==> config.mk <==
export PLATFORM = sky130hd
export DESIGN_NAME = fpuControl
export DESIGN_NICKNAME = d
export VERILOG_FILES = /design/src/fpuPkg.sv /design/src/fpuControl.sv
export SDC_FILE = /design/constraint.sdc
export NUM_CORES = 1
export LEC_CHECK = 0
export ABC_AREA = 1
export BUFFER_PORTS_ARGS = -buffer_cell sky130_fd_sc_hd__clkbuf_2
export CAP_MARGIN = 20
export CORE_MARGIN = 2
export CORE_UTILIZATION = 37
export DETAILED_ROUTE_END_ITERATION = 16
export GPL_ROUTABILITY_DRIVEN = 0
export PLACE_DENSITY = 0.76
export SYNTH_ARGS = -nofsm -noshare
export SYNTH_HDL_FRONTEND = slang
export SYNTH_SLANG_ARGS = --single-unit
==> constraint.sdc <==
create_clock -name clock -period 2.4 [get_ports clock]
set_clock_uncertainty 0.05 [all_clocks]
set_input_delay 0.6 -clock clock [delete_from_list [all_inputs] [get_ports clock]]
set_output_delay 0.6 -clock clock [all_outputs]
set_load 0.01 [all_outputs]
==> src/fpuPkg.sv <==
/*
 * fpuPkg
 * shared widths, command and extension encodings, status codes
 * and the 64-bit operand word for the FPU execute slave
 */
`default_nettype none

package fpuPkg;

	localparam int WordWidth   = 64;
	localparam int SingleWidth = 32;
	localparam int HalfWidth   = 16;
	localparam int OpcodeWidth = 6;
	localparam int CondWidth   = 2;
	localparam int StatusWidth = 2;

	// opcode field of the command byte
	localparam logic [OpcodeWidth-1:0] UcmdNop   = 6'h00;
	localparam logic [OpcodeWidth-1:0] UcmdFpu3  = 6'h14;
	localparam logic [OpcodeWidth-1:0] UcmdFldcx = 6'h15;
	localparam logic [OpcodeWidth-1:0] UcmdFstcx = 6'h16;

	// condition field, top two command bits
	localparam logic [CondWidth-1:0] CondAlways = 2'b00;
	localparam logic [CondWidth-1:0] CondNever  = 2'b01;
	localparam logic [CondWidth-1:0] CondTrue   = 2'b10;
	localparam logic [CondWidth-1:0] CondFalse  = 2'b11;

	localparam logic [3:0] IxtFmul       = 4'h2;
	localparam logic [3:0] IxtFmov       = 4'h4;
	localparam logic [3:0] IxtPmul       = 4'h7;
	localparam logic [3:0] IxtSingle     = 4'h0;
	localparam logic [3:0] IxtHalf       = 4'h3;
	localparam logic [3:0] IxtSingleHigh = 4'h8;

	localparam logic [StatusWidth-1:0] StatusReady = 2'b00;
	localparam logic [StatusWidth-1:0] StatusOk    = 2'b01;
	localparam logic [StatusWidth-1:0] StatusHold  = 2'b10;

	localparam int MulLatency  = 2;
	localparam int PackedElems = 2;

	// result word selection
	localparam logic [2:0] SelRs       = 3'd0;
	localparam logic [2:0] SelProduct  = 3'd1;
	localparam logic [2:0] SelPacked   = 3'd2;
	localparam logic [2:0] SelLdSingle = 3'd3;
	localparam logic [2:0] SelLdHalf   = 3'd4;
	localparam logic [2:0] SelStSingle = 3'd5;
	localparam logic [2:0] SelStHalf   = 3'd6;
	localparam logic [2:0] SelStHigh   = 3'd7;

	typedef union packed {
		logic [WordWidth-1:0] dbl;
		logic [PackedElems-1:0][SingleWidth-1:0] sgl;  // element 0 in low half
	} fpWord;

endpackage

`default_nettype wire
==> src/fpuControl.sv <==
/*
 * fpuControl
 * decodes the latched command, sequences multi-cycle ops against the
 * step count and encodes the status level
 */
`default_nettype none

module fpuControl #(
	parameter int MulLatency  = fpuPkg::MulLatency,
	parameter int PackedElems = fpuPkg::PackedElems
) (
	input  wire                           clock,
	input  wire                           reset,
	input  wire [fpuPkg::OpcodeWidth-1:0] opcode,
	input  wire [7:0]                     ixt,
	input  wire [3:0]                     step,
	input  wire                           exHold,
	output logic                          hold,
	output logic                          advance,
	output logic                          element,
	output logic                          feedEnable,
	output logic                          captureEnable,
	output logic [2:0]                    select,
	output logic [fpuPkg::StatusWidth-1:0] status
);
	import fpuPkg::*;

	typedef enum logic [1:0] {Idle, Busy, Done} ctlState;

	ctlState state;
	ctlState nextState;
	logic valid;
	logic isPacked;
	logic [3:0] target;  // step count at which the result is ready

	always_comb begin
		valid = 1'b0;
		isPacked = 1'b0;
		select = SelRs;
		target = 4'd0;
		case (opcode)
			UcmdFpu3: begin
				valid = (ixt[3:0] == IxtFmul) || (ixt[3:0] == IxtFmov) ||
					(ixt[3:0] == IxtPmul);
				if (ixt[3:0] == IxtFmul) begin
					select = SelProduct;
					target = 4'(MulLatency);
				end else if (ixt[3:0] == IxtPmul) begin
					isPacked = 1'b1;
					select = SelPacked;
					target = 4'(PackedElems + MulLatency);
				end
			end
			UcmdFldcx: begin
				valid = (ixt[2:0] == IxtSingle[2:0]) || (ixt[2:0] == IxtHalf[2:0]);
				select = (ixt[2:0] == IxtHalf[2:0]) ? SelLdHalf : SelLdSingle;
			end
			UcmdFstcx: begin
				valid = 1'b1;
				case (ixt[3:0])
					IxtSingle:     select = SelStSingle;
					IxtHalf:       select = SelStHalf;
					IxtSingleHigh: select = SelStHigh;
					default:       valid = 1'b0;
				endcase
			end
			default: ;
		endcase
	end

	assign hold = valid && (state != Done) && (step < target);
	assign advance = hold;
	assign feedEnable = isPacked && (step < 4'(PackedElems));
	assign captureEnable = isPacked && (step >= 4'(MulLatency)) && (step < target);
	assign element = 1'(feedEnable ? step : step - 4'(MulLatency));
	assign status = hold ? StatusHold : (valid ? StatusOk : StatusReady);

	always_comb begin
		nextState = state;
		case (state)
			Idle, Busy: begin
				if (!hold)
					nextState = Idle;
				else if (step + 4'd1 >= target)
					nextState = Done;  // last hold cycle
				else
					nextState = Busy;
			end
			default: if (!exHold) nextState = Idle;  // Done waits out exHold
		endcase
	end

	always_ff @(posedge clock) begin
		if (reset)
			state <= Idle;
		else
			state <= nextState;
	end

endmodule

`default_nettype wire

Yosys cells after proc, flatten, opt, wreduce, memory -nomap -nowiden
Cells that the tools add are included.
{"block": "totals", "reg_bits": 2, "word_cells": 52}
{"block": "classes", "n_addsub": 2, "magnitude_cmp": 4, "n_eq_ne": 12, "mux": 20, "n_reduce_logical": 13}
{"operator": "$eq 6x5->1 const B", "n": 3}
{"operator": "$pmux 3 s3", "n": 2}
{"operator": "$mux 2", "n": 7}
{"operator": "$mux 3", "n": 4}
{"operator": "$eq 4x2->1 const B", "n": 2}
{"operator": "$eq 4x3->1 const B", "n": 2}
{"operator": "$mux 1", "n": 6}
{"operator": "$logic_and 1x1->1", "n": 5}
{"operator": "$add 4x1->4 const B", "n": 1}
{"operator": "$eq 4x4->1 const B", "n": 1}
{"operator": "$ge 4x2->1 const B", "n": 1}
{"operator": "$ge 4x4->1", "n": 1}
{"operator": "$logic_not 4->1", "n": 1}
{"operator": "$lt 4x2->1 const B", "n": 1}
{"operator": "$lt 4x3->1", "n": 1}
{"operator": "$eq 3x2->1 const B", "n": 1}
{"operator": "$logic_not 3->1", "n": 1}
{"operator": "$logic_or 1x1->1", "n": 3}
{"operator": "$pmux 1 s3", "n": 1}
{"operator": "$reduce_or 3->1", "n": 1}
{"operator": "$eq 2x1->1 const B", "n": 1}
{"operator": "$logic_not 2->1", "n": 1}
{"operator": "$ne 2x1->1 const B", "n": 1}
{"operator": "$ne 2x2->1 const B", "n": 1}
{"operator": "other kinds (2)", "n": 2}

Longest topological paths before layout
Gate-level depths: netlist of the first run.
{"block": "depth", "depth_word": 8, "depth_mapped": 13}

Worst setup path after synthesis of the first run
Ideal clock, no wire load.
{"block": "synth_path", "kind": "input-to-output", "startpoint": "input port opcode[5] in the netlist's numbering", "endpoint": "output port hold", "t_arrival_ps": 2074, "required_time_ps": 1750, "setup_slack_ps": -324, "path_stages": 10, "n_path_buf": 1, "cell_sequence": "inv_1 > nand3_2 > nor2_4 > nand3_1 > ha_1 > or2_2 > a21oi_2 > o21ai_1 > nor2_1 > buf_4"}
{"block": "synth_via", "elab_chain_len": 4}
{"element": "from (decl)", "line": "fpuControl.sv:14", "text": "input wire [fpuPkg::OpcodeWidth-1:0] opcode,"}
{"element": "$eq 6x5->1", "line": "fpuControl.sv:41", "text": "case (opcode)"}
{"element": "$mux 3 / $pmux 1 s3 (equally long branches)", "line": "fpuControl.sv:41"}
{"element": "$lt 4x3->1 / $logic_and 1x1->1 (equally long branches)", "line": "fpuControl.sv:71", "text": "assign hold = valid && (state != Done) && (step < target);"}
{"element": "$logic_and 1x1->1 *", "line": "fpuControl.sv:71"}
{"element": "to (decl)", "line": "fpuControl.sv:18", "text": "output logic hold,"}
Mark *: on every way between the ends. The rest lies on a longest branch, timed or not.

Final worst setup path of the first run
{"block": "layout_path", "startpoint": "input port opcode[5] in the netlist's numbering", "endpoint": "output port advance"}
{"block": "layout_via", "elab_chain_len": 4}
{"element": "$eq 6x5->1", "line": "fpuControl.sv:41"}
{"element": "$mux 3 / $pmux 1 s3 (equally long branches)", "line": "fpuControl.sv:41"}
{"element": "$lt 4x3->1 / $logic_and 1x1->1 (equally long branches)", "line": "fpuControl.sv:71"}
{"element": "$logic_and 1x1->1 *", "line": "fpuControl.sv:71"}
{"element": "to (decl)", "line": "fpuControl.sv:19", "text": "output logic advance,"}
Marks and branches as above.

==> run summary, run 1 <==
post-route insts no fill: 138
Max Slew Vio Count: 0
worst ir drop on vdd: 0.1119 mV
compound-gate portion of the synthesized area: 0.1364
post-placement cell count: 131
Cell Rows: 13
leakage dissipation: 0.4327 nW
r2r setup slk: 1470 ps
worst hold path class: flip-flop to flip-flop
#FFs+latches synth: 2
FMAX: 388.4 MHz
Routed Antenna Nets: 0
Crit. Startpoint: opcode[5]
drt wl/cell: 10.19 µm
Sequential Power Share: 0.173
Place WS: -326.0 ps
port bufs: 26
Root Buffer: clkbuf_4
Nets: 151
CP Cell Sequence: buf_8 > inv_6 > nand3_4 > nor2_4 > nand3_2 > ha_2 > or2_4 > a21oi_4 > o21ai_2 > nor2_2 > buf_2
layout cell share with drive strength beyond 1: 0.5122
number of antenna violations at the first check in global routing: 0
top flop regs: state (2)
largest net degree at the start of global routing: 6
minimum clock period: 2575 ps
syn_nets: 110
Worst R2R End: state[1]
first-pass GRT wire length: 2.256 mm
H-tree depth: 1
WS Path Type: input port to output pin
internal power: 0.1308 mW
slowest CP cell: or2_4
Net Sw Frac: 0.3235
starting density of the core: 0.3905
Distinct cells, synth: 21
post-synth top area cell: nand2_1
final hold vios: 0
total power: 0.1934 mW
FF-to-FF path depth: 5
DRT met1 WL: 571 µm
CP endpoint: advance
Layout Area Growth over Synthesis: 65.15%
GRT Total Usage: 0.2016
GRT overflow: 0
sequential area share after synthesis: 0.08081
period utilisation layout: 1.073
R2R Path Start: state[1]
max FFs per register: 2
RSZ-0062 raised after global routing: yes
Iteration-0 DRC Markers: 14
Design Area, Final: 818.3 µm²
vias in the first global route: 590
die extent in x: 40.60 µm
clk sinks: 2
# setup viols final: 6
worst skew pair latency: 230 ps
Slew @ Worst Pin: 277.3 ps
Post-Synth XOR/XNOR Area: 0.03535
CP Max Fanout: 3
status: finished, violations left
Worst setup SP type: input port
core box area: 1269 µm²
Clk pwr share: 0.391
Num CTS Buffers: 3
Synth Area per Inst: 5.899 µm²
via count: 659
TritonRoute pass-1 iters: 4
Die Span Y: 40.60 µm
clk buf depth: 2
CP endpoint kind: output pin
Synth Instances: 84
total die area: 1648 µm²
DR WL met2: 774 µm
vias per inst: 4.775
Arr. time, crit path: 1920 ps
I/O Pins: 31
hold buffers post-CTS: 0
Simple-Gate Fraction of Synth Area: 0.4924
CP required: 1750 ps
max incr delay on CP: 230 ps
Max Cap Violations: 0
Reg area: 40.04 µm²
Power Density: 236.4 nW/µm²
fill count: 125
Residual DRC: 0
clock slew at reported path FFs: 30 ps
Post-DP Area: 745.7 µm²
Total Wirelength: 1.406 mm
Netlist Area Pre-Place: 495.5 µm²
Area contributors post-synth: nand2_1 15%, ha_1 13%, nand3_1 10%
CTS tree: done
Multi-input gate area: 430.4 µm²
multiplexer area fraction after synthesis: 0
largest family of logic cells by synthesized area: simple AND/OR/NAND/NOR gates
YS warnings: 0
uppermost layer routed: met3
setup ws final: -174.8 ps
Yosys top cell area share: 0.1515
Top reg by flops: state
metal3 WL: 60 µm
logic gate share of total power: 0.436
adder-cell share of the synthesized area: 0.1263
dpl hpwl: 1.140 mm
Slew HR: 0.8136
failing checks: negative setup slack
number of diodes: 0
P_sw: 0.06257 mW
synth_stat cells:
cell type	instances
inv_2	3
nor3b_2	1
ha_1	5
a21oi_2	1
o31ai_1	1
dfxtp_1	2
nand3_2	2
nand2_2	1
nand3_1	10
o311ai_0	1
buf_4	3
o211ai_1	1
xor2_1	2
nor2_1	10
nand2_1	20
inv_1	8
o21ai_1	2
nor2_2	4
a21oi_1	5
nor2_4	1
or2_2	1
how the worst min path moves through the flow:
stage                          end  slack [ps]  depth (start not counted)  startpoint
final                     state[0]         450                          2    state[0]
after global routing      state[0]         500                          2    state[0]
after CTS                 state[0]         460                          2    state[0]
after detailed placement  state[0]         440                          2    state[0]
after global placement    state[0]         440                          2    state[0]
after floorplan           state[1]         420                          2    state[1]
layout make-up:
class | count | share of cell area
multi-input cells | 68 | 0.5260
repair buffers | 39 | 0.3028
inverters | 11 | 0.07187
flip-flops and latches | 2 | 0.04893
clock buffers | 3 | 0.02752
well taps | 15 | 0.02294
power by group through the flow:
stage | combinational [mW] | clock, mW | sequential [mW]
3_5_place_dp | 0.0766 | 0 | 0.0340
5_1_grt | 0.0939 | 0.0808 | 0.0335
3_3_place_gp | 0.0738 | 0 | 0.0340
6_report | 0.0843 | 0.0756 | 0.0336
2_1_floorplan | 0.0392 | 0 | 0.0340
4_1_cts | 0.0813 | 0.0800 | 0.0335
per-layer routing:
metal  vias up  GRT usage
li1        352          -
met1       292     0.2308
met2        15     0.3889
met3         0          0
met4         0    0.07500
met5         -          0
worst max-delay path: cells and delay by family:
kind                     cells  cell delay (ps)
AND/OR/NAND/NOR              5              630
buffers and inverters        3              300
AO/OA/AOI/OAI                2              240
adder cells (fa/ha/maj)      1              160
cell usage in the layout (no fill, tap or decap), types with 3 or more instances in the layout:
| cell type | count |
|---|---|
| buf_4 | 13 |
| inv_1 | 5 |
| nor2_2 | 5 |
| nand2_1 | 20 |
| a21oi_1 | 5 |
| clkbuf_4 | 3 |
| nor2_1 | 9 |
| nand3_1 | 9 |
| ha_1 | 4 |
| buf_2 | 5 |
| inv_2 | 4 |
| clkbuf_2 | 19 |
stage by stage:
| stage | hold WS, ps | TNS, ps | utilization |
|---|---|---|---|
| floorplan | 418.9 | -248.2 | - |
| global placement | 438.4 | -1377 | 0.5878 |
| detailed placement | 443.9 | -1504 | 0.5878 |
| CTS | 456.7 | -897.2 | 0.6312 |
| global route | 497.4 | -1342 | 0.6450 |
| finish | 453.9 | -782.0 | 0.6450 |
kinds of logic after synthesis:
kind of cell | count (synthesis)
DFF | 2
buffers and inverters | 14
xor gates and xnor gates | 2
adders and majority gates | 5
and+or+nand+nor | 50
AOI/OAI and AO/OA | 11
timing repair:
| item | 4_1_cts | 5_1_grt |
|---|---|---|
| cloned | 0 | 0 |
| pin swaps | 6 | 2 |
| endpoints found under the setup margin | 5 | 5 |
| buffers inserted | 2 | 2 |
| gates resized for setup | 3 | 8 |
Power figures use the tool's default switching activity.
==> run 2, diff against run 1 <==
--- a/config.mk
+++ b/config.mk
@@ -12,7 +12,8 @@
 export CORE_UTILIZATION = 37
 export DETAILED_ROUTE_END_ITERATION = 16
 export GPL_ROUTABILITY_DRIVEN = 0
-export PLACE_DENSITY = 0.76
+export PLACE_DENSITY = 0.74
+export REMOVE_ABC_BUFFERS = 1
 export SYNTH_ARGS = -nofsm -noshare
 export SYNTH_HDL_FRONTEND = slang
 export SYNTH_SLANG_ARGS = --single-unit
==> run summary, run 2 (same netlist as run 1, synthesis figures left out) <==
status: finished, violations left
failing checks: negative setup slack
CP bufs+invs: 4 (+1)
Reg area: 40.04 µm² (unchanged)
Worst R2R End: state[1]
CP endpoint kind: output pin
CTS tree: done
clk sinks: 2 (unchanged)
core box area: 1269 µm² (unchanged)
max incr delay on CP: 230 ps (about the same)
Top Family by Delay on Critical Path: simple AND/OR/NAND/NOR gates
Total Wirelength: 1.281 mm (-8.9%)
max FFs per register: 2 (unchanged)
Arr. time, crit path: 1980 ps (+60 ps)
Max Slew Vio Count: 0 (unchanged)
r2r setup slk: 1470 ps (about the same)
WS Path Type: input port to output pin
Residual DRC: 0 (unchanged)
Slew HR: 0.8140 (about the same)
hold endpoint: state[0]
logic gate share of total power: 0.442 (+0.006)
port bufs: 26 (unchanged)
worst skew pair latency: 220 ps (about the same)
leading cell type in the layout, fill and taps excluded: nand2_1
Slew @ Worst Pin: 274.6 ps (-2.674 ps)
# setup viols final: 5 (-1)
TritonRoute pass-1 iters: 3 (-1)
H-tree depth: 1 (unchanged)
Iteration-0 DRC Markers: 2 (-12)
final core utilization: 0.6627 (+0.01775)
most frequent cells in the layout: 20 x nand2_1, 19 x clkbuf_2, 15 x buf_4
setup ws final: -234.5 ps (-59.70 ps)
dpl hpwl: 981.2 µm (-14%)
worst hold path class: flip-flop to flip-flop
starting density of the core: 0.3905 (unchanged)
first-pass GRT wire length: 1.863 mm (-17%)
Nets: 154 (+2.0%)
via count: 656 (-0.46%)
post-placement cell count: 133 (+1.5%)
top flop regs: state (2)
worst ir drop on vdd: 0.1110 mV (-0.80%)
Layout Area Growth over Synthesis: 69.70%
most used cell along the critical path: buf_6
layout cell share with drive strength beyond 1: 0.5238 (+0.01161)
vias per inst: 4.652 (-2.6%)
hold buffers post-CTS: 0 (unchanged)
post-route insts no fill: 141 (+2.2%)
Design Area, Final: 840.8 µm² (+2.8%)
CP Max Fanout: 3 (unchanged)
fill count: 132 (+5.6%)
Worst setup SP type: input port
I/O Pins: 31 (unchanged)
Num CTS Buffers: 3 (unchanged)
GRT Total Usage: 0.1667 (-0.03491)
RSZ-0062 raised after global routing: yes
Sequential Power Share: 0.173 (about the same)
Clk pwr share: 0.385 (-0.006)
clock slew at reported path FFs: 30 ps (about the same)
number of antenna violations at the first check in global routing: 0 (unchanged)
period utilisation layout: 1.098 (+0.02487)
largest net degree at the start of global routing: 6 (unchanged)
final hold vios: 0 (unchanged)
Cell Rows: 13 (unchanged)
Die Span Y: 40.60 µm (unchanged)
vias in the first global route: 524 (-11%)
leakage dissipation: 0.4469 nW (+3.3%)
total die area: 1648 µm² (unchanged)
CP required: 1750 ps (about the same)
Max Cap Violations: 0 (unchanged)
Routed Antenna Nets: 0 (unchanged)
CP Cell Sequence: buf_6 > inv_4 > nand3_4 > nor2_4 > nand3_2 > ha_4 > or2_4 > a21oi_4 > buf_6 > nor3b_2 > buf_2
Root Buffer: clkbuf_4
FF-to-FF path depth: 5 (unchanged)
minimum clock period: 2634 ps (+59.70 ps)
clk buf depth: 2 (unchanged)
R2R Path Start: state[1]
slowest CP cell: or2_4
Net Sw Frac: 0.3131 (-0.01039)
Top reg by flops: state
drt wl/cell: 9.085 µm (-11%)
FMAX: 379.6 MHz (-2.3%)
P_sw: 0.06054 mW (-3.2%)
Power Density: 230.0 nW/µm² (-2.7%)
Hold Crit Start: state[0]
Multi-input gate area: 440.4 µm² (+2.3%)
number of diodes: 0 (unchanged)
Worst Hold Depth: 2 (unchanged)
internal power: 0.1328 mW (+1.5%)
die extent in x: 40.60 µm (unchanged)
Post-DP Area: 704.4 µm² (-5.5%)
GRT overflow: 0 (unchanged)
==> run 2: cell count changes in the layout (fill, tap and decap cells not counted), sizes merged <==
cell / before / now
buf: 20 / 23
==> run 2: metrics by stage <==
| step | setup TNS, ps | worst slack [ps] | hold slack [ps] | total power, mW |
|---|---|---|---|---|
| 6_report | -974.5 | -234.5 | 453.7 | 0.1934 |
| 5_1_grt | -1381 | -321.0 | 474.4 | 0.2132 |
| 4_1_cts | -1033 | -226.3 | 453.7 | 0.1887 |
| 3_5_place_dp | -1742 | -385.8 | 437.3 | 0.1027 |
| 3_3_place_gp | -1587 | -350.8 | 429.6 | 0.1007 |
| 2_1_floorplan | -1099 | -326.1 | 405.2 | 0.06490 |
==> run 2: how the worst max path moves through the flow <==
stage	start	to	slack (ps)	cells past startpoint
final	opcode[3]	captureEnable	-230	11
after global routing	opcode[3]	captureEnable	-320	11
after CTS	opcode[1]	captureEnable	-230	11
after detailed placement	opcode[3]	status[1]	-390	11
after global placement	opcode[5]	advance	-350	11
after floorplan	opcode[5]	advance	-330	9
==> run 2: area by class of cell <==
| type | instances | area share |
|---|---|---|
| inverters | 11 | 0.05506 |
| flip-flops and latches | 2 | 0.04762 |
| well taps | 15 | 0.02232 |
| repair buffers | 42 | 0.3244 |
| multi-input cells | 68 | 0.5238 |
| clock buffers | 3 | 0.02679 |
==> run 2: repair_timing <==
item,CTS,global route
gates resized for setup,10,13
setup endpoints to repair,5,6
setup buffers,4,1
pin swaps,5,4
hold endpoints to repair,0,0
==> run 2: power groups by stage <==
stage	logic, mW	clock network (mW)	registers (mW)
after detailed placement	0.0687	0	0.0340
after floorplan	0.0309	0	0.0340
after CTS	0.0773	0.0778	0.0335
after global placement	0.0667	0	0.0340
final	0.0855	0.0744	0.0335
after global routing	0.0954	0.0843	0.0335
==> run 2: metal layers <==
metal  global-route usage  wire [µm]  part of all wire  vias to the layer above
met4              0.07500          0                 0                        0
met5                    0          0                 0                        -
li1                     -          -                 -                      360
met2               0.3333        698              0.54                       15
met3                    0         45             0.035                        0
met1               0.1763        537              0.42                      281
==> run 2: tightest hold or removal path: stages, from the launching register on <==
cell,delay (ps)
dfxtp_1,330
nand3_1,70
a21oi_1,60
