==> config.mk <==
export PLATFORM = sky130hd
export DESIGN_NAME = fpuResult
export DESIGN_NICKNAME = d
export VERILOG_FILES = /design/src/fpuPkg.sv /design/src/fpuResult.sv
export SDC_FILE = /design/constraint.sdc
export NUM_CORES = 1
export LEC_CHECK = 0
export BUFFER_PORTS_ARGS = -buffer_cell sky130_fd_sc_hd__buf_4
export CELL_PAD_IN_SITES_DETAIL_PLACEMENT = 1
export CELL_PAD_IN_SITES_GLOBAL_PLACEMENT = 1
export CORE_AREA = 2 2 156 158
export DETAILED_ROUTE_END_ITERATION = 7
export DIE_AREA = 0 0 158 160
export PLACE_DENSITY = 0.75
export SLEW_MARGIN = 20
export SYNTH_ARGS = -nofsm -noshare
export SYNTH_HDL_FRONTEND = slang
export SYNTH_SLANG_ARGS = --single-unit
==> constraint.sdc <==
create_clock -name clock -period 1.8 [get_ports clock]
set_clock_uncertainty 0.2 [all_clocks]
set_input_delay 0 -clock clock [delete_from_list [all_inputs] [get_ports clock]]
set_output_delay 0 -clock clock [all_outputs]
set_load 0.05 [all_outputs]
==> src/fpuPkg.sv <==
/*
 * fpuPkg
 * shared widths, command and extension encodings, status codes
 * and the 64-bit operand word for the FPU execute slave
 */
`default_nettype none

package fpuPkg;

	localparam int WordWidth   = 64;
	localparam int SingleWidth = 32;
	localparam int HalfWidth   = 16;
	localparam int OpcodeWidth = 6;
	localparam int CondWidth   = 2;
	localparam int StatusWidth = 2;

	// opcode field of the command byte
	localparam logic [OpcodeWidth-1:0] UcmdNop   = 6'h00;
	localparam logic [OpcodeWidth-1:0] UcmdFpu3  = 6'h14;
	localparam logic [OpcodeWidth-1:0] UcmdFldcx = 6'h15;
	localparam logic [OpcodeWidth-1:0] UcmdFstcx = 6'h16;

	// condition field, top two command bits
	localparam logic [CondWidth-1:0] CondAlways = 2'b00;
	localparam logic [CondWidth-1:0] CondNever  = 2'b01;
	localparam logic [CondWidth-1:0] CondTrue   = 2'b10;
	localparam logic [CondWidth-1:0] CondFalse  = 2'b11;

	localparam logic [3:0] IxtFmul       = 4'h2;
	localparam logic [3:0] IxtFmov       = 4'h4;
	localparam logic [3:0] IxtPmul       = 4'h7;
	localparam logic [3:0] IxtSingle     = 4'h0;
	localparam logic [3:0] IxtHalf       = 4'h3;
	localparam logic [3:0] IxtSingleHigh = 4'h8;

	localparam logic [StatusWidth-1:0] StatusReady = 2'b00;
	localparam logic [StatusWidth-1:0] StatusOk    = 2'b01;
	localparam logic [StatusWidth-1:0] StatusHold  = 2'b10;

	localparam int MulLatency  = 2;
	localparam int PackedElems = 2;

	// result word selection
	localparam logic [2:0] SelRs       = 3'd0;
	localparam logic [2:0] SelProduct  = 3'd1;
	localparam logic [2:0] SelPacked   = 3'd2;
	localparam logic [2:0] SelLdSingle = 3'd3;
	localparam logic [2:0] SelLdHalf   = 3'd4;
	localparam logic [2:0] SelStSingle = 3'd5;
	localparam logic [2:0] SelStHalf   = 3'd6;
	localparam logic [2:0] SelStHigh   = 3'd7;

	typedef union packed {
		logic [WordWidth-1:0] dbl;
		logic [PackedElems-1:0][SingleWidth-1:0] sgl;  // element 0 in low half
	} fpWord;

endpackage

`default_nettype wire
==> src/fpuResult.sv <==
/*
 * fpuResult
 * collects narrowed packed products per element and picks the
 * result word for the decoded command
 */
`default_nettype none

module fpuResult (
	input  wire                           clock,
	input  wire                           reset,
	input  wire [2:0]                     select,
	input  wire                           captureEnable,
	input  wire                           element,
	input  wire [fpuPkg::SingleWidth-1:0] narrowed,
	input  wire [fpuPkg::WordWidth-1:0]   product,
	input  wire fpuPkg::fpWord            rs,
	input  wire [fpuPkg::WordWidth-1:0]   ldSingle,
	input  wire [fpuPkg::WordWidth-1:0]   ldHalf,
	input  wire [fpuPkg::SingleWidth-1:0] stSingle,
	input  wire [fpuPkg::HalfWidth-1:0]   stHalf,
	output logic [fpuPkg::WordWidth-1:0]  result
);
	import fpuPkg::*;

	fpWord collect;  // packed multiply result under assembly

	always_ff @(posedge clock) begin
		if (reset)
			collect <= '0;
		else if (captureEnable)
			collect.sgl[element] <= narrowed;
	end

	always_comb begin
		case (select)
			SelProduct:  result = product;
			SelPacked:   result = collect.dbl;
			SelLdSingle: result = ldSingle;
			SelLdHalf:   result = ldHalf;
			SelStSingle: result = {{(WordWidth - SingleWidth){1'b0}}, stSingle};
			SelStHalf:   result = {{(WordWidth - HalfWidth){1'b0}}, stHalf};
			SelStHigh:   result = {stSingle, rs.sgl[0]};  // keeps low half of Rs
			default:     result = rs.dbl;
		endcase
	end

endmodule

`default_nettype wire

; After elaboration in Yosys (flattened, before gate mapping)
; Cells that the tools add are included.
[classes]
n_eq_ne = 7
n_lt_le_gt_ge = 2
reduce_logical = 1
muxes = 4
[ops]
columns = op, n
row1 = one-hot mux 64 bit (7 select lines), 1
row2 = bitwise mux 64 bit, 1
row3 = demux 32 bit (select 1 bit), 1
row4 = 2-to-1 mux 32 bit, 1
row5 = == test 3 bit (second input constant), 4
row6 = == test 3 x 2 -> 1 bit (second input constant), 2
row7 = == test 3 x 1 -> 1 bit (second input constant), 1
row8 = < comparator 1 x 2 -> 1 bit (second input constant), 1
row9 = greater-or-equal comparator 1 bit (second input constant), 1
row10 = logical AND 1 bit, 1
[word_totals]
input_bits = 343
output_inout_bits = 64
register_bits = 64

; Longest topological paths before layout
; Gate-level depths: netlist of run 1.
[depth]
ltp_word = 5
mapped_depth = 7
depth_no_buf = 4

; Worst setup path after synthesis of run 1
; OpenSTA, ideal clock, no wires.
[synth_timing]
path_kind = input -> output
startpoint = input port select[1]
endpoint = output port result[14] (netlist bit)
stages = 7
n_path_buf = 3
t_required_ns = 1.600
setup_slack_ns = -0.216
arrival_time_ns = 1.816
cell_sequence = buf_2 -> buf_6 -> buf_2 -> mux2i_1 -> nor2_1 -> a31oi_1 -> o21ai_0
[synth_between]
elab_chain_cells = 2
elab_cells_between_ends = 8
classes_between = eq/ne: 7 / mux: 1
[synth_rtl]
columns = element, line_no
row1 = from (decl), fpuResult.sv:11  ; input wire [2:0] select,
row2 = == test 3 bit (tied with other cells), fpuResult.sv:35  ; case (select)
row3 = one-hot mux 64 bit (7 select lines) *, fpuResult.sv:35
row4 = to (decl), fpuResult.sv:21  ; output logic [fpuPkg::WordWidth-1:0] result
; Every way passes the cells marked *; elsewhere a longest branch is shown, timed or not.

; Final worst setup path of run 1
[layout_timing]
startpoint = register collect[13] (netlist bit)
endpoint = output port result[13] (netlist bit)
[layout_between]
elab_chain_cells = 1
[layout_rtl]
columns = element, line_no
row1 = from (decl), fpuResult.sv:25  ; fpWord collect;
row2 = one-hot mux 64 bit (7 select lines), fpuResult.sv:35
; No other way between the ends.

==> impl_metrics.json, run 1 <==
{
  "status": "finished, final reports clean",
  "start_util_pct": 24.3,
  "vias": 7688,
  "synth_warnings": 0,
  "irDropWorstVdd_v": 0.000393,
  "hold_path_class": "input pin to flip-flop",
  "drv_cap": 0,
  "final_util_pct": 42.6,
  "insertion_delay_ns": 0.33,
  "hold_viol": 0,
  "maxSlewHeadroom_pct": 52.9,
  "synth_adder_area_share_pct": 0,
  "maxSlewViolCount": 0,
  "hpwl_um": 27600,
  "cp_top_family": "compound AO/OA/AOI/OAI gates",
  "regMostFlops": "collect",
  "die_x_um": 158,
  "synth-main-ff-cell": "dfxtp_1",
  "fmaxAchievable_mhz": 560,
  "p_switching_mw": 2.20,
  "p_leak_nw": 4.62,
  "cts.path.max_buffers": 2,
  "syn_area_sq_um": 5780,
  "ys_types": 34,
  "worst_setup_path_end_kind": "output pin",
  "core_sq_um": 23800,
  "period_share_pct": 99.1,
  "portBuffers": 406,
  "vias_per_cell": 4.95,
  "final_common_cell": "buf_4",
  "top_regs": "collect (64)",
  "drc": 0,
  "critical_path_buf_inv_count": 1,
  "syn-num-nets": 1142,
  "avgRoutedWirePerCell_um": 21.9,
  "crit_type": "flip-flop to output pin",
  "antenna_found_initial": 7,
  "worst_setup_path_start_kind": "flip-flop",
  "worstMarginPinSlew_ns": 0.707,
  "worstPathArrival_ns": 1.58,
  "cts.clk_slew.worst_paths_ns": 0.06,
  "drt_first_pass_iters": 4,
  "grt-ovfl-total": 0,
  "drive_gt1_share_pct": 43.5,
  "cp_max_fo": 2,
  "rsz0062_at_grt": "true",
  "largest_reg_flops": 64,
  "nFillCells": 2975,
  "netSwitchingFraction_pct": 34.8,
  "path_cells": "mux2_2, a22oi_1, o211ai_1, buf_4",
  "ant_nets": 0,
  "row_count": 57,
  "required_ns": 1.60,
  "crit_slowest_cell": "dfxtp_1",
  "combPwrFrac_pct": 43.1,
  "die_area_sq_um": 25300,
  "crit_path_max_incr_delay_ns": 0.32,
  "finalSetupViolations": 0,
  "avgSynthCellArea_sq_um": 7.23,
  "cts_buffers": 9,
  "htreeDepth": 3,
  "grt_pass1_vias": 8050,
  "gp_congestion": 0.925,
  "p_seq_share_pct": 24.1,
  "cell_internal_pwr_mw": 4.13,
  "synth-compound-area-share_pct": 26.4,
  "drt-initial-drc-count": 456,
  "synthMuxAreaShare_pct": 25.9,
  "grt_pass1_wl_um": 48700,
  "nets": 1559,
  "areaGrowthSynthToFinish_pct": 75.5,
  "holdWs_ns": 0.00770,
  "synth_edf_count": 0,
  "pwr-share-clk_pct": 32.8,
  "ys_seq_elements": 64,
  "track_usage_pct": 25.7,
  "p_per_area_nw_per_um2": 625,
  "final_cell_mix": "442 x buf_4, 153 x nand2_1, 134 x a21oi_1",
  "die_h_um": 160,
  "period_needed_ns": 1.78,
  "cts_tree": "built",
  "cts_root_buffer": "clkbuf_16",
  "synth_cells": 799,
  "synth_xor_area_share_pct": 0,
  "synth_top_family_by_area": "compound AO/OA/AOI/OAI gates",
  "grt_max_degree": 67,
  "routed_wl_um": 34000,
  "yosysSeqAreaShare_pct": 22.2,
  "synth_simple_gate_area_share_pct": 18.6,
  "cts.sinks": 64,
  "pin_count": 407,
  "synthArstFlopShare_pct": 0
}
## synth_stat cells (3+ instances only)
library cell	count	share of area [%]
buf_6	3	0.58
nor2b_1	10	1.1
nand2_1	153	9.9
a31oi_1	15	1.6
a221o_1	3	0.52
and2_1	3	0.32
mux4_2	20	7.8
o211ai_1	10	1.3
buf_4	8	1.0
buf_2	25	2.2
dfxtp_1	64	22
nand2b_1	5	0.54
o21ai_0	13	1.1
a22oi_1	7	0.91
a211oi_1	28	3.6
buf_1	6	0.39
mux2_2	13	2.5
mux2i_1	90	16
a21oi_1	155	13
clkbuf_1	39	2.5
nand3_1	4	0.35
nor2_1	90	5.8
a22o_1	17	2.6
inv_1	3	0.19
o22ai_1	5	0.54
## cell families after synthesis
| group | count (synthesis) |
|---|---|
| buffers and inverters | 84 |
| AOI/OAI and AO/OA | 258 |
| DFF | 64 |
| muxes | 123 |
| and+or+nand+nor | 270 |
## final timing paths
kind | from | end | slack [ns] | cells after the start
max | collect[13] | result[13] | 0.02 | 4
min | reset | collect[2] | 0.008 | 2
max reg2reg | collect[29] | collect[29] | 0.88 | 2
min reg2reg | collect[33] | collect[33] | 0.25 | 2
## power by group through the flow
| stage | combinational [mW] | sequential (mW) | clock, mW |
|---|---|---|---|
| 2_1_floorplan | 1.45 | 1.54 | 0 |
| 3_5_place_dp | 2.65 | 1.56 | 0 |
| 4_1_cts | 2.72 | 1.53 | 2.11 |
| 5_1_grt | 2.89 | 1.53 | 2.17 |
| 3_3_place_gp | 2.63 | 1.56 | 0 |
| 6_report | 2.73 | 1.53 | 2.08 |
## per-layer routing
layer  wire (um)  up-vias  global-route usage [%]
met5           0        -                       0
met4         754        0                    7.37
met3        1890       39                    4.48
met2       16200      270                    42.7
met1       15100     3680                    34.0
li1            -     3699                       -
## what timing repair did
item | 4_1_cts | 5_1_grt
pin swaps | 0 | 0
cloned | 0 | 0
setup endpoints to repair | 1 | 11
endpoints found under the hold margin | 64 | 0
hold buffers | 32 | 0
gates resized for setup | 3 | 3
setup buffers | 0 | 0
## cell type report
type                    instances  area (sq um)  area share, %
flip-flops and latches         64          1280           12.6
clock inverters                 5           103           1.01
clock buffers                  11           253           2.49
inverters                       3          11.3          0.111
well taps                     324           405           4.00
diodes                          7          17.5          0.173
multi-input cells             651          4190           41.3
repair buffers                487          3880           38.2
## metrics by stage
stage / cells / instance area [sq um] / worst slack, ns / power (mW) / setup TNS (ns)
6_report: 1552 / 10100 / 0.0158 / 6.34 / 0
5_1_grt: 1552 / 10100 / -0.0472 / 6.60 / -0.151
4_1_cts: 1545 / 10100 / 0.00801 / 6.36 / 0
3_5_place_dp: 1497 / 9430 / 0.0542 / 4.21 / 0
3_3_place_gp: 1497 / 9430 / 0.0235 / 4.18 / 0
2_1_floorplan: 799 / 5860 / -0.00102 / 2.98 / -0.0102
Power figures use the tool's default switching activity.
==> run 2: changes to the inputs <==
- BUFFER_PORTS_ARGS: -buffer_cell sky130_fd_sc_hd__buf_4 -> -buffer_cell sky130_fd_sc_hd__buf_2
- CELL_PAD_IN_SITES_DETAIL_PLACEMENT: 1 -> unset
- CELL_PAD_IN_SITES_GLOBAL_PLACEMENT: 1 -> unset
- CORE_AREA: 2 2 156 158 -> 2 2 157 159
- DIE_AREA: 0 0 158 160 -> 0 0 159 161
- PLACE_DENSITY: 0.75 -> 0.53
==> impl_metrics.json, run 2 (same netlist as run 1, synthesis figures left out) <==
{
  "maxSlewHeadroom_pct": 67.2,
  "grt_pass1_wl_um": 47000,
  "die_h_um": 161,
  "p_total_mw": 5.91,
  "worst_setup_path_end_kind": "output pin",
  "core_sq_um": 24000,
  "netSwitchingFraction_pct": 37.5,
  "p_leak_nw": 4.32,
  "period_share_pct": 98.8,
  "gp_congestion": 0.960,
  "postCtsSetupBuffers": 0,
  "crit_type": "flip-flop to output pin",
  "holdWs_ns": 0.105,
  "start_util_pct": 24.1,
  "irDropWorstVdd_v": 0.000390,
  "routed_wl_um": 32500,
  "cts.sinks": 64,
  "drt_first_pass_iters": 5,
  "nFillCells": 2623,
  "worstMarginPinSlew_ns": 0.492,
  "cp_max_fo": 2,
  "largest_reg_flops": 64,
  "row_count": 57,
  "hpwl_um": 26400,
  "p_seq_share_pct": 25.8,
  "pwr-share-clk_pct": 32.5,
  "multi_input_area_sq_um": 4210,
  "worst_setup_path_start_kind": "flip-flop",
  "vias": 7693,
  "status": "finished, final reports clean",
  "nets": 1566,
  "maxSlewViolCount": 0,
  "antenna_found_initial": 13,
  "period_needed_ns": 1.78,
  "vias_per_cell": 4.92,
  "drt-initial-drc-count": 695,
  "worst_slack_ns": 0.0218,
  "die_area_sq_um": 25600,
  "fmaxAchievable_mhz": 562,
  "finalSetupViolations": 0,
  "grt_pass1_vias": 7470,
  "hold_path_class": "input pin to flip-flop",
  "grt-ovfl-total": 0,
  "p_switching_mw": 2.22,
  "final_common_cell": "buf_2",
  "ant_nets": 0,
  "combPwrFrac_pct": 41.7,
  "pin_count": 407,
  "htreeDepth": 3,
  "pre_cts_ws_ns": 0.0872,
  "track_usage_pct": 24.1,
  "top_regs": "collect (64)",
  "drv_cap": 0,
  "seq_area_sq_um": 1280,
  "regMostFlops": "collect",
  "final_cell_mix": "396 x buf_2, 153 x nand2_1, 132 x a21oi_1",
  "insertion_delay_ns": 0.33,
  "areaGrowthSynthToFinish_pct": 60.1,
  "p_per_area_nw_per_um2": 640,
  "worstPathArrival_ns": 1.58,
  "portBuffers": 406,
  "cts.path.max_buffers": 2,
  "cts_tree": "built",
  "cell_internal_pwr_mw": 3.70,
  "rsz0062_at_grt": "true",
  "hold_viol": 0,
  "grt_max_degree": 55,
  "drive_gt1_share_pct": 43.6,
  "cts_root_buffer": "clkbuf_16",
  "drc": 0,
  "die_x_um": 159,
  "avgRoutedWirePerCell_um": 20.8,
  "cts.clk_slew.worst_paths_ns": 0.06,
  "cts_buffers": 9,
  "required_ns": 1.60
}
==> run 2: cell type report <==
class | instances | area share [%]
multi-input combinational | 651 | 45.5
clock inverter | 5 | 0.866
antenna | 12 | 0.325
inverter | 3 | 0.122
sequential | 64 | 13.9
clock buffer | 11 | 2.63
tap | 324 | 4.38
timing repair buffer | 494 | 32.3
==> run 2: timing repair <==
item,4_1_cts,5_1_grt
endpoints found under the hold margin,64,0
resized for setup,2,15
gates cloned,0,0
setup endpoints to repair,2,13
hold buffers,37,0
==> run 2: stage by stage <==
step	setup TNS, ns	instances	util, %	instance area (sq um)
after CTS	0	1552	38.3	9180
final	0	1564	38.6	9250
after detailed placement	0	1499	35.4	8480
after global routing	-0.0282	1562	38.6	9240
after global placement	0	1499	35.4	8480
after floorplan	-0.0102	799	-	5860
==> run 2: worst max-delay path, cell delays in order, from the launching register on <==
cell and delay, ns:
dfxtp_1 0.33, mux4_2 0.45, mux2_2 0.27, buf_4 0.19
==> run 2: power groups by stage <==
stage          sequential [mW]  clock, mW  combinational, mW
5_1_grt                   1.53       2.02               2.62
4_1_cts                   1.53       1.94               2.44
3_5_place_dp              1.56          0               2.36
3_3_place_gp              1.56          0               2.36
6_report                  1.52       1.92               2.46
2_1_floorplan             1.54          0               1.45
==> run 2: path summary, 6_finish.rpt <==
kind                    start          end  slack, ns  cells after the start
setup / recovery   collect[6]    result[6]       0.02                      3
hold reg to reg   collect[62]  collect[62]       0.25                      2
setup reg to reg   collect[6]   collect[6]       0.38                      3
hold / removal        element   collect[5]       0.10                      5
==> run 2: per-layer routing <==
metal | vias to the layer above | part of all wire [%] | routed length, um | track usage (%)
met5 | - | 0.040 | 13 | 0
met3 | 38 | 6.1 | 1990 | 4.39
met2 | 315 | 45 | 14700 | 37.0
met1 | 3610 | 46 | 15100 | 34.0
li1 | 3728 | - | - | -
met4 | 2 | 2.2 | 727 | 8.39
==> run 3: changes to the inputs <==
- BUFFER_PORTS_ARGS: -buffer_cell sky130_fd_sc_hd__buf_2 -> -buffer_cell sky130_fd_sc_hd__buf_4
- CORE_AREA: 2 2 157 159 -> 2 2 159 161
- DIE_AREA: 0 0 159 161 -> 0 0 161 163
- PLACE_DENSITY: 0.53 -> 0.52
- clock period: 1.8 -> 2.1 ns (I/O delays scaled with it)
==> impl_metrics.json, run 3 (same netlist as run 1, synthesis figures left out) <==
{
  "drt-met1-wl_um": 14600,
  "worst_setup_path_end_kind": "output pin",
  "routed_wl_um": 32500,
  "fin_setup_tns_ns": 0,
  "worstPathArrival_ns": 1.76,
  "ant_nets": 0,
  "crit_slowest_cell": "mux2i_1",
  "nets": 1558,
  "met2_length_um": 14700,
  "required_ns": 1.90,
  "status": "finished, final reports clean",
  "p_per_area_nw_per_um2": 513,
  "cts.clk_slew.worst_paths_ns": 0.05,
  "insertion_delay_ns": 0.33,
  "cts_tree": "built",
  "drt_first_pass_iters": 5,
  "final_util_pct": 40.6,
  "largest_reg_flops": 64,
  "p_leak_nw": 4.58,
  "drc": 0,
  "cts.sinks": 64,
  "drive_gt1_share_pct": 41.5,
  "vias_per_cell": 4.89,
  "crit_top_cell": "buf_4",
  "die_x_um": 161,
  "cts_root_buffer": "clkbuf_16",
  "grt_pass1_vias": 7337,
  "path_cells": "buf_4, mux2i_1, buf_4, o211ai_1, a221o_1, buf_4",
  "grt_pass1_wl_um": 46300,
  "maxSlewViolCount": 0,
  "maxSlewHeadroom_pct": 45.5,
  "cts_buffers": 9,
  "vias": 7601,
  "pin_count": 407,
  "htreeDepth": 3,
  "final_cell_mix": "440 x buf_4, 155 x a21oi_1, 153 x nand2_1",
  "areaGrowthSynthToFinish_pct": 73.3,
  "regMostFlops": "collect",
  "rsz0062_at_grt": "false",
  "irDropWorstVdd_v": 0.000335,
  "gp_congestion": 0.912,
  "worst_setup_path_start_kind": "input pin",
  "hold_viol": 0,
  "top_regs": "collect (64)",
  "hold_path_class": "input pin to flip-flop",
  "cp_top_family": "buffers and inverters",
  "row_count": 58,
  "hpwl_um": 26400,
  "portBuffers": 406,
  "place_area_sq_um": 9350,
  "grt-ovfl-total": 0,
  "core_sq_um": 24700,
  "period_share_pct": 93.4,
  "antenna_found_initial": 4,
  "worstMarginPinSlew_ns": 0.816,
  "top_layer": "met4",
  "start_util_pct": 23.4,
  "finalSetupViolations": 0,
  "critical_path_buf_inv_count": 3,
  "drt-initial-drc-count": 580,
  "met3_length_um": 2300,
  "die_h_um": 163,
  "drv_cap": 0,
  "avgRoutedWirePerCell_um": 20.9,
  "final_common_cell": "buf_4",
  "grt_max_degree": 65,
  "crit_path_max_incr_delay_ns": 0.60,
  "fmaxAchievable_mhz": 510,
  "cts.path.max_buffers": 2,
  "track_usage_pct": 23.4,
  "die_area_sq_um": 26200,
  "cp_max_fo": 28,
  "period_needed_ns": 1.96,
  "fin_area_sq_um": 10000,
  "crit_type": "input pin to output pin"
}
-- run 3: changes by cell type in the layout (fill, tap and decap cells not counted), moves of 3 or more --
| cell | previous run | this run |
|---|---|---|
| buf_2 | 396 | 0 |
| buf_4 | 45 | 440 |
| a21oi_1 | 132 | 155 |
| a21oi_2 | 23 | 0 |
| diode_2 | 12 | 5 |
| dlygate4sd3_1 | 37 | 34 |
-- run 3: where the power goes --
part           internal [mW]  leakage (nW)  switching (mW)
combinational           1.04          3.91            1.25
clock                  0.979         0.148           0.560
sequential              1.27         0.523          0.0370
total                   3.29          4.58            1.85
-- run 3: through the flow --
stage	hold WS [ns]	worst slack, ns	power [mW]	cells
floorplan	-0.0640	0.0839	2.53	799
global placement	0.0587	0.178	3.56	1500
detailed placement	0.0668	0.162	3.56	1500
CTS	0.0287	0.0832	5.17	1551
global route	0.0508	0.0461	5.37	1553
finish	0.0294	0.138	5.14	1555
-- run 3: final timing paths --
kind / startpoint / endpoint / slack (ns) / depth (start not counted)
setup / recovery: select[1] / result[0] / 0.14 / 6
hold / removal: reset / collect[32] / 0.03 / 2
setup reg to reg: collect[1] / collect[1] / 1.22 / 2
hold reg to reg: collect[47] / collect[47] / 0.25 / 2
-- run 3: worst register-to-register path, cell delays in order, from the launching register on --
cell	delay [ns]
dfxtp_1	0.41
nand2_1	0.07
a21oi_1	0.13
-- run 3: metal layers --
layer | vias up | global-route usage (%)
met1 | 3543 | 31.9
li1 | 3696 | -
met2 | 319 | 36.5
met5 | - | 0
met4 | 0 | 8.12
met3 | 43 | 5.07
-- run 3: area by class of cell --
| cell class | count | area, sq um |
|---|---|---|
| Tap cell | 330 | 413 |
| Clock buffer | 11 | 253 |
| Antenna cell | 5 | 12.5 |
| Sequential cell | 64 | 1280 |
| Fill cell | 2635 | 14700 |
| Clock inverter | 5 | 55.1 |
| Inverter | 3 | 11.3 |
| Timing Repair Buffer | 486 | 3870 |
| Multi-Input combinational cell | 651 | 4110 |
-- run 3: timing repair --
item,in CTS,in global routing
hold endpoints to repair,64,0
hold buffers,35,0
resized for setup,0,0
buffers inserted,0,0
setup endpoints to repair,0,2
